## src/verilog/pvc_cfg.svh

```systemverilog
// PVC configuration constants for the work RAM, the port map and the read filler
`ifndef PVC_CFG_SVH
`define PVC_CFG_SVH

// Work RAM depth in 16-bit words, the top 8 KB of the window
`define PVC_RAM_WORDS 4096

// Palette unpack and pack ports
`define PVC_PORT_UNPACK    4'd0
`define PVC_PORT_READ_GB   4'd1
`define PVC_PORT_READ_RS   4'd2
`define PVC_PORT_PACK_LO   4'd4
`define PVC_PORT_PACK_HI   4'd5
`define PVC_PORT_READ_PACK 4'd6

// Program-ROM bank base ports
`define PVC_BANK_FILLER    8'hA0
`define PVC_PORT_BANK_LO   4'd8
`define PVC_PORT_BANK_HI   4'd9

`endif
```

## src/verilog/pvcPkg.sv

```systemverilog
// PVC shared types for addresses, data words and the RAM fill state machine
`default_nettype none

package pvcPkg;

	// CPU word address as seen on the 68000 port bus, A0 is not present
	typedef logic [19:1] cpuAddr_t;

	// One 16-bit CPU data word
	typedef logic [15:0] cpuData_t;

	// Port number inside the 16-port region at the top of the window
	typedef logic [3:0] portNo_t;

	// Program-ROM byte address, also used for the bank base
	typedef logic [23:0] romAddr_t;

	// Work RAM word address
	typedef logic [11:0] ramAddr_t;

	// RAM fill machine
	// fillIdle is the state right after reset is released
	typedef enum logic [1:0] {
		fillIdle,
		fillRun,
		fillDone
	} fillState_t;

endpackage

`default_nettype wire

```

## src/verilog/pvcWriteIf.sv

```systemverilog
// PVC write event bus from the decode stage to the register and RAM stages
`default_nettype none

interface pvcWriteIf;
	import pvcPkg::*;

	// One-cycle pulses, one per byte lane
	logic upperWrite;
	logic lowerWrite;

	// Region flags captured with the pulse
	logic inPort;
	logic inRam;

	// Target and payload, valid only while a pulse is high
	portNo_t portNo;
	ramAddr_t ramAddr;
	cpuData_t data;

	modport source (
		output upperWrite,
		output lowerWrite,
		output inPort,
		output inRam,
		output portNo,
		output ramAddr,
		output data
	);

	modport sink (
		input upperWrite,
		input lowerWrite,
		input inPort,
		input inRam,
		input portNo,
		input ramAddr,
		input data
	);

endinterface

`default_nettype wire

```

## src/verilog/pvcBankRegs.sv

```systemverilog
// PVC program-ROM bank base registers and the outgoing ROM address adder
`default_nettype none
`include "pvc_cfg.svh"

module pvcBankRegs (
	input  logic             CLK_48M,
	input  logic             nRESET,
	input  logic             enable,
	pvcWriteIf.sink          wr,
	input  pvcPkg::cpuAddr_t cpuAddr,
	input  logic             readInPort,
	input  pvcPkg::portNo_t  readPortNo,
	output pvcPkg::cpuData_t readData,
	output logic             readHit,
	output pvcPkg::romAddr_t romAddr
);
	import pvcPkg::*;

	romAddr_t bank;

	// Bit 0 and bit 23 of the base are hardwired low by the write mapping
	always_ff @(posedge CLK_48M or negedge nRESET) begin
		if (!nRESET) begin
			bank <= '0;
		end else begin
			if (wr.upperWrite && wr.inPort) begin
				if (wr.portNo == `PVC_PORT_BANK_LO)
					bank[7:0] <= {wr.data[15:9], 1'b0};
				if (wr.portNo == `PVC_PORT_BANK_HI)
					bank[23:16] <= {1'b0, wr.data[14:8]};
			end
			if (wr.lowerWrite && wr.inPort && wr.portNo == `PVC_PORT_BANK_HI)
				bank[15:8] <= wr.data[7:0];
		end
	end

	always_comb begin
		readData = '0;
		readHit  = 1'b0;
		if (readInPort) begin
			case (readPortNo)
				`PVC_PORT_BANK_LO: begin
					readHit  = 1'b1;
					readData = {bank[7:0], `PVC_BANK_FILLER};
				end
				`PVC_PORT_BANK_HI: begin
					readHit  = 1'b1;
					readData = bank[23:8];
				end
				default: ;
			endcase
		end
	end

	// Byte address is the word address shifted up by one
	assign romAddr = enable ? bank + {4'b0000, cpuAddr, 1'b0} : '0;

	assert property (@(posedge CLK_48M) disable iff (!nRESET) !bank[0] && !bank[23]);

endmodule

`default_nettype wire

```

## src/flat_wrapper.sv

```systemverilog
// flat-port wrapper written by rule: the top's interface ports become plain ports
module pvcBankRegs_flat import pvcPkg::*;
  (CLK_48M, nRESET, enable, cpuAddr, readInPort, readPortNo, readData, readHit, romAddr, wr_upperWrite, wr_lowerWrite, wr_inPort, wr_inRam, wr_portNo, wr_ramAddr, wr_data);
  pvcWriteIf wr_i ();
  input  logic CLK_48M;
  input  logic nRESET;
  input  logic enable;
  input  pvcPkg::cpuAddr_t cpuAddr;
  input  logic readInPort;
  input  pvcPkg::portNo_t readPortNo;
  output pvcPkg::cpuData_t readData;
  output logic readHit;
  output pvcPkg::romAddr_t romAddr;
  input wire logic [$bits(wr_i.upperWrite)-1:0] wr_upperWrite;
  input wire logic [$bits(wr_i.lowerWrite)-1:0] wr_lowerWrite;
  input wire logic [$bits(wr_i.inPort)-1:0] wr_inPort;
  input wire logic [$bits(wr_i.inRam)-1:0] wr_inRam;
  input wire logic [$bits(wr_i.portNo)-1:0] wr_portNo;
  input wire logic [$bits(wr_i.ramAddr)-1:0] wr_ramAddr;
  input wire logic [$bits(wr_i.data)-1:0] wr_data;
  assign wr_i.upperWrite = wr_upperWrite;
  assign wr_i.lowerWrite = wr_lowerWrite;
  assign wr_i.inPort = wr_inPort;
  assign wr_i.inRam = wr_inRam;
  assign wr_i.portNo = wr_portNo;
  assign wr_i.ramAddr = wr_ramAddr;
  assign wr_i.data = wr_data;
  pvcBankRegs u_core (.CLK_48M(CLK_48M), .nRESET(nRESET), .enable(enable), .wr(wr_i), .cpuAddr(cpuAddr), .readInPort(readInPort), .readPortNo(readPortNo), .readData(readData), .readHit(readHit), .romAddr(romAddr));
endmodule
```

## config.mk

```make
export PLATFORM = sky130hd
export DESIGN_NAME = pvcBankRegs_flat
export DESIGN_NICKNAME = d
export VERILOG_FILES = /design/src/verilog/pvcPkg.sv /design/src/verilog/pvcWriteIf.sv /design/src/verilog/pvcBankRegs.sv /design/src/flat_wrapper.sv
export VERILOG_INCLUDE_DIRS = /design/src /design/src/verilog
export SDC_FILE = /design/constraint.sdc
export NUM_CORES = 1
export LEC_CHECK = 0
export ABC_AREA = 0
export BUFFER_PORTS_ARGS = -buffer_cell sky130_fd_sc_hd__buf_2
export CORE_ASPECT_RATIO = 1.5
export CORE_MARGIN = 2
export CORE_UTILIZATION = 40
export DETAILED_ROUTE_END_ITERATION = 8
export HOLD_SLACK_MARGIN = 0.06
export PLACE_DENSITY_LB_ADDON = 0.3
export SYNTH_ARGS = -nofsm -noshare
export SYNTH_HDL_FRONTEND = slang
export SYNTH_SLANG_ARGS = --single-unit
export TNS_END_PERCENT = 50
```

## constraint.sdc

```tcl
create_clock -name CLK_48M -period 3.1 [get_ports CLK_48M]
set_input_delay 0.62 -clock CLK_48M [delete_from_list [all_inputs] [get_ports CLK_48M]]
set_output_delay 0.62 -clock CLK_48M [all_outputs]
set_load 0.02 [all_outputs]
```

Yosys cells after proc, flatten, opt, wreduce, memory -nomap -nowiden --
Cells that the tools add are included. Widths: inputs -> output; s select.
Storage, ports and cells: register bits after elaboration 22, logic and storage cells 19
Cells by class: add/sub/neg operators 1, equality and inequality tests 4, multiplexer cells 5, reductions and logical operators 6
Operator list (number):
- $pmux 16 s2 | 1
- $add 23x20->24 | 1
- $mux 24 | 1
- $eq 4x4->1 const B | 4
- $mux 16 | 1
- $reduce_and 2->1 | 2
- $logic_and 1x1->1 | 3
- $mux 1 | 2
- $reduce_or 2->1 | 1

Longest topological paths before layout --
Gate-level depths: netlist of run 1.
depth in word-level cells 4, mapped depth 8

Worst setup path before layout of run 1 --
OpenSTA, ideal clock, no wires.
path kind input port to output port, from in cpuAddr[0], to out romAddr[21], arrival 2.589 ns, required time 2.480 ns, slack -0.109 ns, stages on the path 8, buffers on the path 0, cell sequence ha_1 fa_1 a21o_1 a221oi_2 o21ai_2 a21boi_4 a31oi_1 mux2i_1
Between the ends: cells in the longest elaborated chain, start to end 2
RTL lines:
- from (decl) | RTL line flat_wrapper.sv:8 | input pvcPkg::cpuAddr_t cpuAddr;
- $add 23x20->24 | RTL line pvcBankRegs.sv:56 | assign romAddr = enable ? bank + {4'b0000, cpuAddr, 1'b0} : '0;
- $mux 24 | RTL line pvcBankRegs.sv:56
- to (decl) | RTL line flat_wrapper.sv:13 | output pvcPkg::romAddr_t romAddr;
Every way passes these cells.

Final worst setup path of run 1 --
Ends and elaborated chain as after synthesis.

==> results of run 1 <==
metrics by stage:
step / TNS (ps) / total power, mW / util (%) / instances
3_3_place_gp: -736 / 1.35 / 53.4 / 418
4_1_cts: -372 / 1.62 / 56.0 / 425
6_report: -262 / 1.66 / 57.8 / 428
3_5_place_dp: -773 / 1.37 / 53.4 / 418
5_1_grt: -894 / 1.79 / 57.8 / 428
2_1_floorplan: 0 / 1.04 / - / 243
area by class of cell:
cell class	instances	area, sq um
clock buffers	4	55.1
fillers	505	2280
inverters	8	30.0
multi-input cells	205	1710
flip-flops and latches	22	552
well taps	70	87.6
repair buffers	119	694
critical path, cell delays in order:
cell and delay (ps):
buf_6 100, ha_4 150, fa_2 330, a21o_1 210, a221oi_4 300, o21ai_2 110
a21boi_4 230, a31oi_2 140, mux2i_2 220, buf_4 170
worst max path at each step:
stage                                    start           to  slack (ps)
global route        u_core.bank[1]$_DFFE_PN0P_  romAddr[21]        -150
detailed placement                  cpuAddr[0]  romAddr[21]        -210
floorplan                           cpuAddr[0]  romAddr[21]          30
finish                              cpuAddr[0]  romAddr[21]         -90
global placement                    cpuAddr[0]  romAddr[21]        -210
CTS                                 cpuAddr[0]  romAddr[21]        -120
logic make-up (layout without fill, tap and decap cells):
family          Yosys count  after routing  synth area share, %
compound gates           61             61                 20.2
xor+xnor                 14             14                 5.57
fa+ha+maj                20             20                 11.7
buf+inv                  16            131                 3.24
flops                    22             22                 25.0
mux                      30             30                 14.8
other cells               1              1                0.170
simple gates             79             79                 19.3
where the power goes:
part | internal, mW | switching (mW) | total (mW) | leakage, nW
sequential | 0.345 | 0.0652 | 0.410 | 0.277
combinational | 0.512 | 0.544 | 1.06 | 1.30
clock | 0.113 | 0.0854 | 0.198 | 0.0288
total | 0.970 | 0.694 | 1.66 | 1.61
timing repair:
action,4_1_cts,5_1_grt
setup endpoints to repair,6,14
hold buffers,0,0
endpoints found under the hold margin,0,0
cloned,0,0
resized for setup,11,13
buffers inserted,3,3
pin swaps,8,8
synth_stat cells, drive strengths merged, types with 5 or more instances:
library cell	number	area [sq um]
o21ai	15	78.8
mux2i	10	100
mux2	20	225
inv	8	30.0
and3	12	83.8
xor2	7	61.3
xnor2	7	61.3
dfrtp	22	551
nand2b	5	31.3
nand2	20	75.1
a21o	5	37.5
ha	19	238
nor2	23	86.3
clkbuf	6	22.5
a21oi	17	85.1
per-layer routing:
metal	wire length (um)	GRT usage, %	vias up
met2	3470	41.9	57
met5	0	0	-
met1	2540	22.2	1069
met3	189	1.43	12
met4	113	6.38	0
li1	-	-	1120
==> results by group, run 1 <==
Power and ir drop
  • Power Density: 532 nW/um^2
  • Max VDD drop: 346 uV
  • Static leakage: 1.61 nW

Routing
  • ANT nets after route: 0
  • DR vias: 2,258
  • Detailed-route vias per instance: 5.28
  • Residual DRC count: 0
  • Drt pass-1 iters: 4
  • Routed length per placed instance: 14.8 um
  • Detailed Route Iter0 Violations: 61
  • Routed Wire Length: 6320 um

STA
  • RSZ-0062 raised after global routing: yes
  • Final hold slack: 312 ps
  • Measured slew at the worst slew-check pin: 598 ps
  • Hold Fails Final Rpt: 0
  • Final min period: 3190 ps
  • Tcrit/Tclk final: 103%
  • Clk_skew: 0 ps
  • Fmax: 313 MHz
  • Setup-failing EPs final: 6
  • Relative slew slack: 60.0%
  • Max Transition Viols Final: 0
  • Worst setup margin: -92.6 ps

Floorplan
  • Placeable Area: 5410 sq um
  • Die area: 6120 sq um
  • Chip height: 94.8 um
  • Die width: 64.6 um
  • Cell row count: 33
  • Initial Util: 40.7%
  • Io pins: 104

Setup path
  • CP max FO: 5
  • Worst Path Class, Setup: input port to primary output
  • Critical R2R Launch: u_core.bank[2]$_DFFE_PN0P_
  • Startpoint types: input port
  • Worst setup EP type: primary output
  • Worst reg-to-reg path cell count: 2
  • Worst Path Arrival: 2570 ps
  • Reg-to-Reg End: u_core.bank[2]$_DFFE_PN0P_
  • R2r setup slk: 2120 ps
  • Worst EP required: 2480 ps

Placement
  • GP Congestion: 0.801
  • Pre-CTS WS: -209 ps
  • Hpwl dp: 5160 um
  • I/O Buffers: 89
  • Area after DPL: 2890 sq um

GRT
  • Largest net degree at the start of global routing: 23
  • Vias in the first global route: 2,224
  • Antenna violations before repair: 0
  • Total track usage: 20.7%
  • First-pass GRT wire length: 9850 um
  • Total gr overflow: 0

Finish
  • Commonest non-fill, non-tap cells in the layout: 81 x buf_2, 37 x buf_4, 23 x nor2_1, 21 x dfrtp_1
  • Biggest register: u_core.bank
  • Share of cells above drive strength 1: 47.8%
  • ANT cells: 0
  • Max reg flops: 22
  • Final Cell Area: 3130 sq um
  • Largest regs: u_core.bank: 22 flops
  • Commonest non-fill, non-tap cell in the layout: buf_2
  • Syn-to-layout area delta: 42.1%
  • Layout net count: 442

Outcome
  • Failing checks: negative setup slack
  • Status: finished with violations

CTS
  • Worst skew pair latency: 260 ps
  • Reg clk slew, reported paths: 70 ps
  • Clk sinks: 22
  • Buffer depth of the longest clock path: 2
  • Inserted Clock Buffers: 3
  • CTS tree: built
  • CTS Root Cell: clkbuf_8
  • H-tree Lvls: 1

Yosys
  • Asr flop ratio synth: 100%
  • Mean area per synthesized cell: 9.06 sq um
  • Yosys reg bits: 22
  • Ys Warns: 0
  • Prevailing post-synth register cell: dfrtp_1
  • Register area share after synthesis: 25.0%
  • Syn_nets: 326
  • Number of synthesized flops with an enable pin: 0
  • Mapped cell area: 2200 sq um
  • Distinct cells, synth: 50
  • Cells after synthesis: 243

Worst hold path
  • Worst Hold Class: input port to async pin

Flow run
  • Max Cap Violations: 0
(Power assumes the default switching activity.)
==> run 2: changes to the inputs <==
--- a/config.mk
+++ b/config.mk
@@ -7,11 +7,11 @@
 export NUM_CORES = 1
 export LEC_CHECK = 0
 export ABC_AREA = 0
-export BUFFER_PORTS_ARGS = -buffer_cell sky130_fd_sc_hd__buf_2
 export CORE_ASPECT_RATIO = 1.5
 export CORE_MARGIN = 2
 export CORE_UTILIZATION = 40
 export DETAILED_ROUTE_END_ITERATION = 8
+export DONT_BUFFER_PORTS = 1
 export HOLD_SLACK_MARGIN = 0.06
 export PLACE_DENSITY_LB_ADDON = 0.3
 export SYNTH_ARGS = -nofsm -noshare
==> constraint.sdc (replaced) <==
create_clock -name CLK_48M -period 3.3 [get_ports CLK_48M]
set_input_delay 0.66 -clock CLK_48M [delete_from_list [all_inputs] [get_ports CLK_48M]]
set_output_delay 0.66 -clock CLK_48M [all_outputs]
set_load 0.02 [all_outputs]
==> results by group, run 2 (synthesis results as in run 1) <==
Outcome
  • Status: complete, no violations (was finished with violations)

Routing
  • Detailed Route Iter0 Violations: 64 (was 61)
  • Routed length per placed instance: 17.5 um (was 14.8 um)
  • DR vias: 1,900 (was 2,258)
  • ANT nets after route: 0 (unchanged)
  • Routed Wire Length: 5810 um (was 6320 um)
  • Residual DRC count: 0 (unchanged)
  • Detailed-route vias per instance: 5.72 (was 5.28)
  • Drt pass-1 iters: 4 (unchanged)

Flow run
  • Max Cap Violations: 0 (unchanged)

Power and ir drop
  • Pwr Total: 1.45 mW (was 1.66 mW)
  • Static leakage: 1.19 nW (was 1.61 nW)
  • Power Density: 568 nW/um^2 (was 532 nW/um^2)
  • Max VDD drop: 455 uV (was 346 uV)

STA
  • Final min period: 3240 ps
  • Tcrit/Tclk final: 98.2%
  • Relative slew slack: 53.8% (was 60.0%)
  • Measured slew at the worst slew-check pin: 691 ps (was 598 ps)
  • Setup-failing EPs final: 0 (was 6)
  • Worst setup margin: 58.4 ps (was -92.6 ps)
  • Fmax: 308 MHz
  • Max Transition Viols Final: 0 (unchanged)
  • RSZ-0062 raised after global routing: yes (unchanged)
  • TNS Setup: 0 ps (was -262 ps)
  • Final hold slack: 87.1 ps (was 312 ps)
  • Hold Fails Final Rpt: 0 (unchanged)
  • Clk_skew: 0 ps (unchanged)

Placement
  • Placed cell count: 323 (was 418)
  • Area after DPL: 2380 sq um (was 2890 sq um)
  • GP Congestion: 0.833 (was 0.801)
  • Hpwl dp: 4880 um (was 5160 um)
  • Pre-CTS WS: -29.9 ps (was -209 ps)
  • I/O Buffers: 0 (was 89)

CTS
  • Inserted Clock Buffers: 3 (unchanged)
  • CTS tree: built (unchanged)
  • Worst skew pair latency: 260 ps (about the same)
  • Clk sinks: 22 (unchanged)
  • Reg clk slew, reported paths: 80 ps (was 70 ps)
  • H-tree Lvls: 1 (unchanged)
  • Buffer depth of the longest clock path: 2 (unchanged)
  • CTS Root Cell: clkbuf_8 (unchanged)

Setup path
  • Crit path cell chain: ha_2 > fa_2 > a21o_1 > a221oi_2 > buf_4 > o21ai_4 > a21boi_4 > a31oi_2 > mux2i_1 > buf_4 (was buf_6 > ha_4 > fa_2 > a21o_1 > a221oi_4 > o21ai_2 > a21boi_4 > a31oi_2 > mux2i_2 > buf_4)
  • Worst EP required: 2640 ps (was 2480 ps)
  • Reg-to-Reg End: u_core.bank[1]$_DFFE_PN0P_ (was u_core.bank[2]$_DFFE_PN0P_)
  • Most used cell, CP: buf_4
  • Worst reg-to-reg path cell count: 3 (was 2)
  • Worst path top cell family by delay: compound AO/OA/AOI/OAI gates (unchanged)
  • Startpoint types: flop (was input port)
  • Worst Path Arrival: 2580 ps (was 2570 ps)
  • Buf/Inv on CP: 2 (unchanged)
  • Worst setup EP type: primary output (unchanged)
  • Crit-path max cell delay: 390 ps (was 330 ps)
  • Worst Path Class, Setup: flop to primary output (was input port to primary output)
  • Worst path slowest cell: dfrtp_1 (was fa_2)
  • CP max FO: 5 (unchanged)
  • R2r setup slk: 2290 ps (was 2120 ps)
  • Critical R2R Launch: u_core.bank[1]$_DFFE_PN0P_ (was u_core.bank[2]$_DFFE_PN0P_)

GRT
  • Total gr overflow: 0 (unchanged)
  • Antenna violations before repair: 0 (unchanged)
  • Largest net degree at the start of global routing: 23 (unchanged)
  • Vias in the first global route: 1,835 (was 2,224)
  • Total track usage: 18.5% (was 20.7%)
  • First-pass GRT wire length: 8670 um (was 9850 um)

Floorplan
  • Initial Util: 40.7% (unchanged)
  • Io pins: 104 (unchanged)
  • Cell row count: 33 (unchanged)
  • Die width: 64.6 um (unchanged)
  • Chip height: 94.8 um (unchanged)
  • Placeable Area: 5410 sq um (unchanged)
  • Die area: 6120 sq um (unchanged)

Finish
  • Final Cell Area: 2550 sq um (was 3130 sq um)
  • Final Non-Filler Cells: 332 (was 428)
  • Max reg flops: 22 (unchanged)
  • Post-layout util: 47.1% (was 57.8%)
  • Fillers: 533 (was 505)
  • Syn-to-layout area delta: 15.7% (was 42.1%)
  • Share of cells above drive strength 1: 26.3% (was 47.8%)
  • Biggest register: u_core.bank (unchanged)
  • Commonest non-fill, non-tap cells in the layout: 23 x nor2_1, 23 x buf_4, 22 x dfrtp_1, 20 x nand2_1, 20 x mux2_2 (was 81 x buf_2, 37 x buf_4, 23 x nor2_1, 21 x dfrtp_1)
  • Layout net count: 346 (was 442)
  • Largest regs: u_core.bank: 22 flops (unchanged)
  • ANT cells: 0 (unchanged)

Worst hold path
  • Worst Hold Class: input port to async pin (unchanged)
[run 2: cell type report]
class	instances	area, sq um	share of cell area [%]
inverter	8	30.0	1.18
multi-input combinational	205	1640	64.2
tap	70	87.6	3.44
clock inverter	1	30.0	1.18
clock buffer	3	41.3	1.62
sequential	22	551	21.6
timing repair buffer	23	173	6.78
[run 2: how the worst max path moves through the flow]
stage	slack, ps	startpoint	cells after the start	to
after floorplan	10	cpuAddr[0]	8	romAddr[21]
after global placement	-10	cpuAddr[0]	10	romAddr[17]
after detailed placement	-30	cpuAddr[0]	10	romAddr[17]
after CTS	20	u_core.bank[1]$_DFFE_PN0P_	10	romAddr[17]
after global routing	-60	u_core.bank[1]$_DFFE_PN0P_	10	romAddr[21]
final	60	u_core.bank[1]$_DFFE_PN0P_	10	romAddr[21]
[run 2: timing repair]
action                     4_1_cts  5_1_grt
setup endpoints to repair        3        5
hold buffers                     0        0
setup buffers                    1        4
gates resized for setup          1        9
pin swaps                        1        5
[run 2: layer usage]
| layer | global-route usage [%] | vias up | share of wire, % |
|---|---|---|---|
| li1 | - | 924 | - |
| met4 | 7.98 | 0 | 2.5 |
| met5 | 0 | - | 0 |
| met2 | 35.8 | 52 | 54 |
| met3 | 3.34 | 10 | 5.1 |
| met1 | 19.1 | 914 | 38 |
[run 2: report_power, final]
group / switching, mW / internal, mW / total, mW
logic: 0.460 / 0.362 / 0.822
registers: 0.0576 / 0.323 / 0.381
clock network: 0.0836 / 0.162 / 0.245
[run 2: worst register-to-register path: cells and delay by family, from the launching register on]
kind	cells	cell delay [ps]
buf+inv	2	260
flops	1	390
mux	1	250
==> run 3: changes to the inputs <==
==> constraint.sdc (replaced) <==
create_clock -name CLK_48M -period 3.91 [get_ports CLK_48M]
set_input_delay 0.782 -clock CLK_48M [delete_from_list [all_inputs] [get_ports CLK_48M]]
set_output_delay 0.782 -clock CLK_48M [all_outputs]
set_load 0.02 [all_outputs]
==> results by group, run 3 (synthesis results as in run 1) <==
Setup path
  • Reg-to-Reg End: u_core.bank[20]$_DFFE_PN0P_ (was u_core.bank[1]$_DFFE_PN0P_)
  • Worst Path Class, Setup: input port to primary output (was flop to primary output)
  • Crit path cell chain: ha_1 > fa_1 > a21o_1 > a221oi_2 > o21ai_2 > a21boi_4 > o21ai_1 > mux2i_1 > buf_4 (was ha_2 > fa_2 > a21o_1 > a221oi_2 > buf_4 > o21ai_4 > a21boi_4 > a31oi_2 > mux2i_1 > buf_4)
  • Critical R2R Launch: u_core.bank[20]$_DFFE_PN0P_ (was u_core.bank[1]$_DFFE_PN0P_)
  • Crit-path max cell delay: 410 ps (was 390 ps)
  • Worst EP required: 3130 ps (was 2640 ps)
  • Worst reg-to-reg path cell count: 1 (was 3)
  • CP max FO: 5 (unchanged)
  • R2r setup slk: 3070 ps (was 2290 ps)
  • Startpoint types: input port (was flop)
  • Worst setup EP type: primary output (unchanged)
  • Worst Path Arrival: 2910 ps (was 2580 ps)
  • Worst path slowest cell: fa_1 (was dfrtp_1)

Floorplan
  • Chip height: 94.8 um (unchanged)
  • Die width: 64.6 um (unchanged)
  • Die area: 6120 sq um (unchanged)
  • Cell row count: 33 (unchanged)
  • Initial Util: 40.7% (unchanged)
  • Placeable Area: 5410 sq um (unchanged)
  • Io pins: 104 (unchanged)

CTS
  • Inserted Clock Buffers: 3 (unchanged)
  • Worst skew pair latency: 260 ps (about the same)
  • Hold-fix buffers, CTS: 0 (unchanged)
  • Clk sinks: 22 (unchanged)
  • Buffer depth of the longest clock path: 2 (unchanged)
  • PostCTS Resize Cnt: 0 (was 1)
  • Post-CTS setup buffers: 0 (was 1)
  • CTS Root Cell: clkbuf_8 (unchanged)
  • Reg clk slew, reported paths: 80 ps (about the same)
  • CTS tree: built (unchanged)
  • H-tree Lvls: 1 (unchanged)

Routing
  • Residual DRC count: 0 (unchanged)
  • Wl on met1: 2100 um (was 2220 um)
  • DR top layer: met4 (unchanged)
  • Metal3 WL: 320 um (was 296 um)
  • Detailed Route Iter0 Violations: 40 (was 64)
  • Detailed-route vias per instance: 5.80 (was 5.72)
  • DR vias: 1,816 (was 1,900)
  • Drt pass-1 iters: 4 (unchanged)
  • Routed length per placed instance: 18.0 um (was 17.5 um)
  • Routed Wire Length: 5630 um (was 5810 um)
  • Met2 WL post-DR: 3130 um (was 3140 um)
  • ANT nets after route: 0 (unchanged)

Finish
  • Commonest non-fill, non-tap cells in the layout: 23 x nor2_1, 22 x dfrtp_1, 20 x nand2_1, 20 x mux2_2, 19 x ha_1 (was 23 x nor2_1, 23 x buf_4, 22 x dfrtp_1, 20 x nand2_1, 20 x mux2_2)
  • Layout net count: 327 (was 346)
  • Syn-to-layout area delta: 6.71% (was 15.7%)
  • Commonest non-fill, non-tap cell in the layout: nor2_1
  • Max reg flops: 22 (unchanged)
  • Biggest register: u_core.bank (unchanged)
  • ANT cells: 0 (unchanged)
  • Largest regs: u_core.bank: 22 flops (unchanged)
  • Fillers: 547 (was 533)
  • Share of cells above drive strength 1: 17.3% (was 26.3%)

Placement
  • Hpwl dp: 4830 um (was 4880 um)
  • GP Congestion: 0.787 (was 0.833)
  • Pre-CTS WS: 224 ps (was -29.9 ps)
  • I/O Buffers: 0 (unchanged)

STA
  • Relative slew slack: 52.9% (was 53.8%)
  • TNS Setup: 0 ps (unchanged)
  • Tcrit/Tclk final: 94.3%
  • Max Transition Viols Final: 0 (unchanged)
  • Fmax: 271 MHz
  • Setup-failing EPs final: 0 (unchanged)
  • Hold Fails Final Rpt: 0 (unchanged)
  • Final min period: 3690 ps
  • Worst setup margin: 223 ps (was 58.4 ps)
  • RSZ-0062 raised after global routing: no (was yes)
  • Measured slew at the worst slew-check pin: 706 ps (was 691 ps)
  • Clk_skew: 0 ps (unchanged)

GRT
  • Total gr overflow: 0 (unchanged)
  • Largest net degree at the start of global routing: 23 (unchanged)
  • Total track usage: 18.0% (was 18.5%)
  • Vias in the first global route: 1,750 (was 1,835)
  • First-pass GRT wire length: 8520 um (was 8670 um)
  • Antenna violations before repair: 0 (unchanged)

Power and ir drop
  • Power Density: 481 nW/um^2 (was 568 nW/um^2)
  • Static leakage: 1.09 nW (was 1.19 nW)
  • Max VDD drop: 257 uV (was 455 uV)

Outcome
  • Status: complete, no violations (unchanged)

Flow run
  • Max Cap Violations: 0 (unchanged)

Worst hold path
  • Worst Hold Class: input port to async pin (unchanged)
## run 3: cell count changes in the layout (fill, tap and decap cells not counted), moves of 2 or more
cell / delta
ha_1: +3
o21ai_1: +2
ha_2: -2
buf_4: -19
a31oi_1: +2
## run 3: area by class of cell
type / instances / area (sq um) / area share [%]
multi-input combinational: 205 / 1580 / 67.2
sequential: 22 / 551 / 23.4
tap: 70 / 87.6 / 3.73
clock buffer: 3 / 41.3 / 1.76
clock inverter: 1 / 30.0 / 1.28
timing repair buffer: 4 / 30.0 / 1.28
inverter: 8 / 30.0 / 1.28
## run 3: where the power goes
part / switching [mW] / total [mW] / internal [mW]
Combinational: 0.359 / 0.601 / 0.243
Sequential: 0.0475 / 0.320 / 0.273
Clock: 0.0712 / 0.208 / 0.137
Total: 0.477 / 1.13 / 0.652
## run 3: worst max-delay path: cells and delay by family
| family | cells | cell delay, ps |
|---|---|---|
| compound gates | 5 | 1120 |
| fa+ha+maj | 2 | 610 |
| buf+inv | 1 | 180 |
| mux | 1 | 200 |
## run 3: worst max-delay path by stage
stage | from | end | slack [ps]
after CTS | cpuAddr[0] | romAddr[17] | 210
after global placement | cpuAddr[0] | romAddr[17] | 220
after floorplan | cpuAddr[0] | romAddr[21] | 380
final | cpuAddr[0] | romAddr[17] | 220
after global routing | cpuAddr[0] | romAddr[17] | 60
after detailed placement | cpuAddr[0] | romAddr[17] | 220
## run 3: per-stage QoR
| stage | util (%) | cells | cell area [sq um] | hold slack, ps | power (mW) |
|---|---|---|---|---|---|
| after global placement | 42.1 | 309 | 2280 | 487 | 0.921 |
| after global routing | 43.4 | 313 | 2350 | 183 | 1.21 |
| after floorplan | - | 243 | 2200 | 486 | 0.819 |
| after CTS | 43.4 | 313 | 2350 | 197 | 1.15 |
| final | 43.4 | 313 | 2350 | 206 | 1.13 |
| after detailed placement | 42.1 | 309 | 2280 | 487 | 0.931 |
## run 3: per-layer routing
metal  GRT usage (%)  up-vias
met5               0        -
met4            5.50        0
met3            2.86        6
met2            35.2       54
met1            19.5      864
li1                -      892
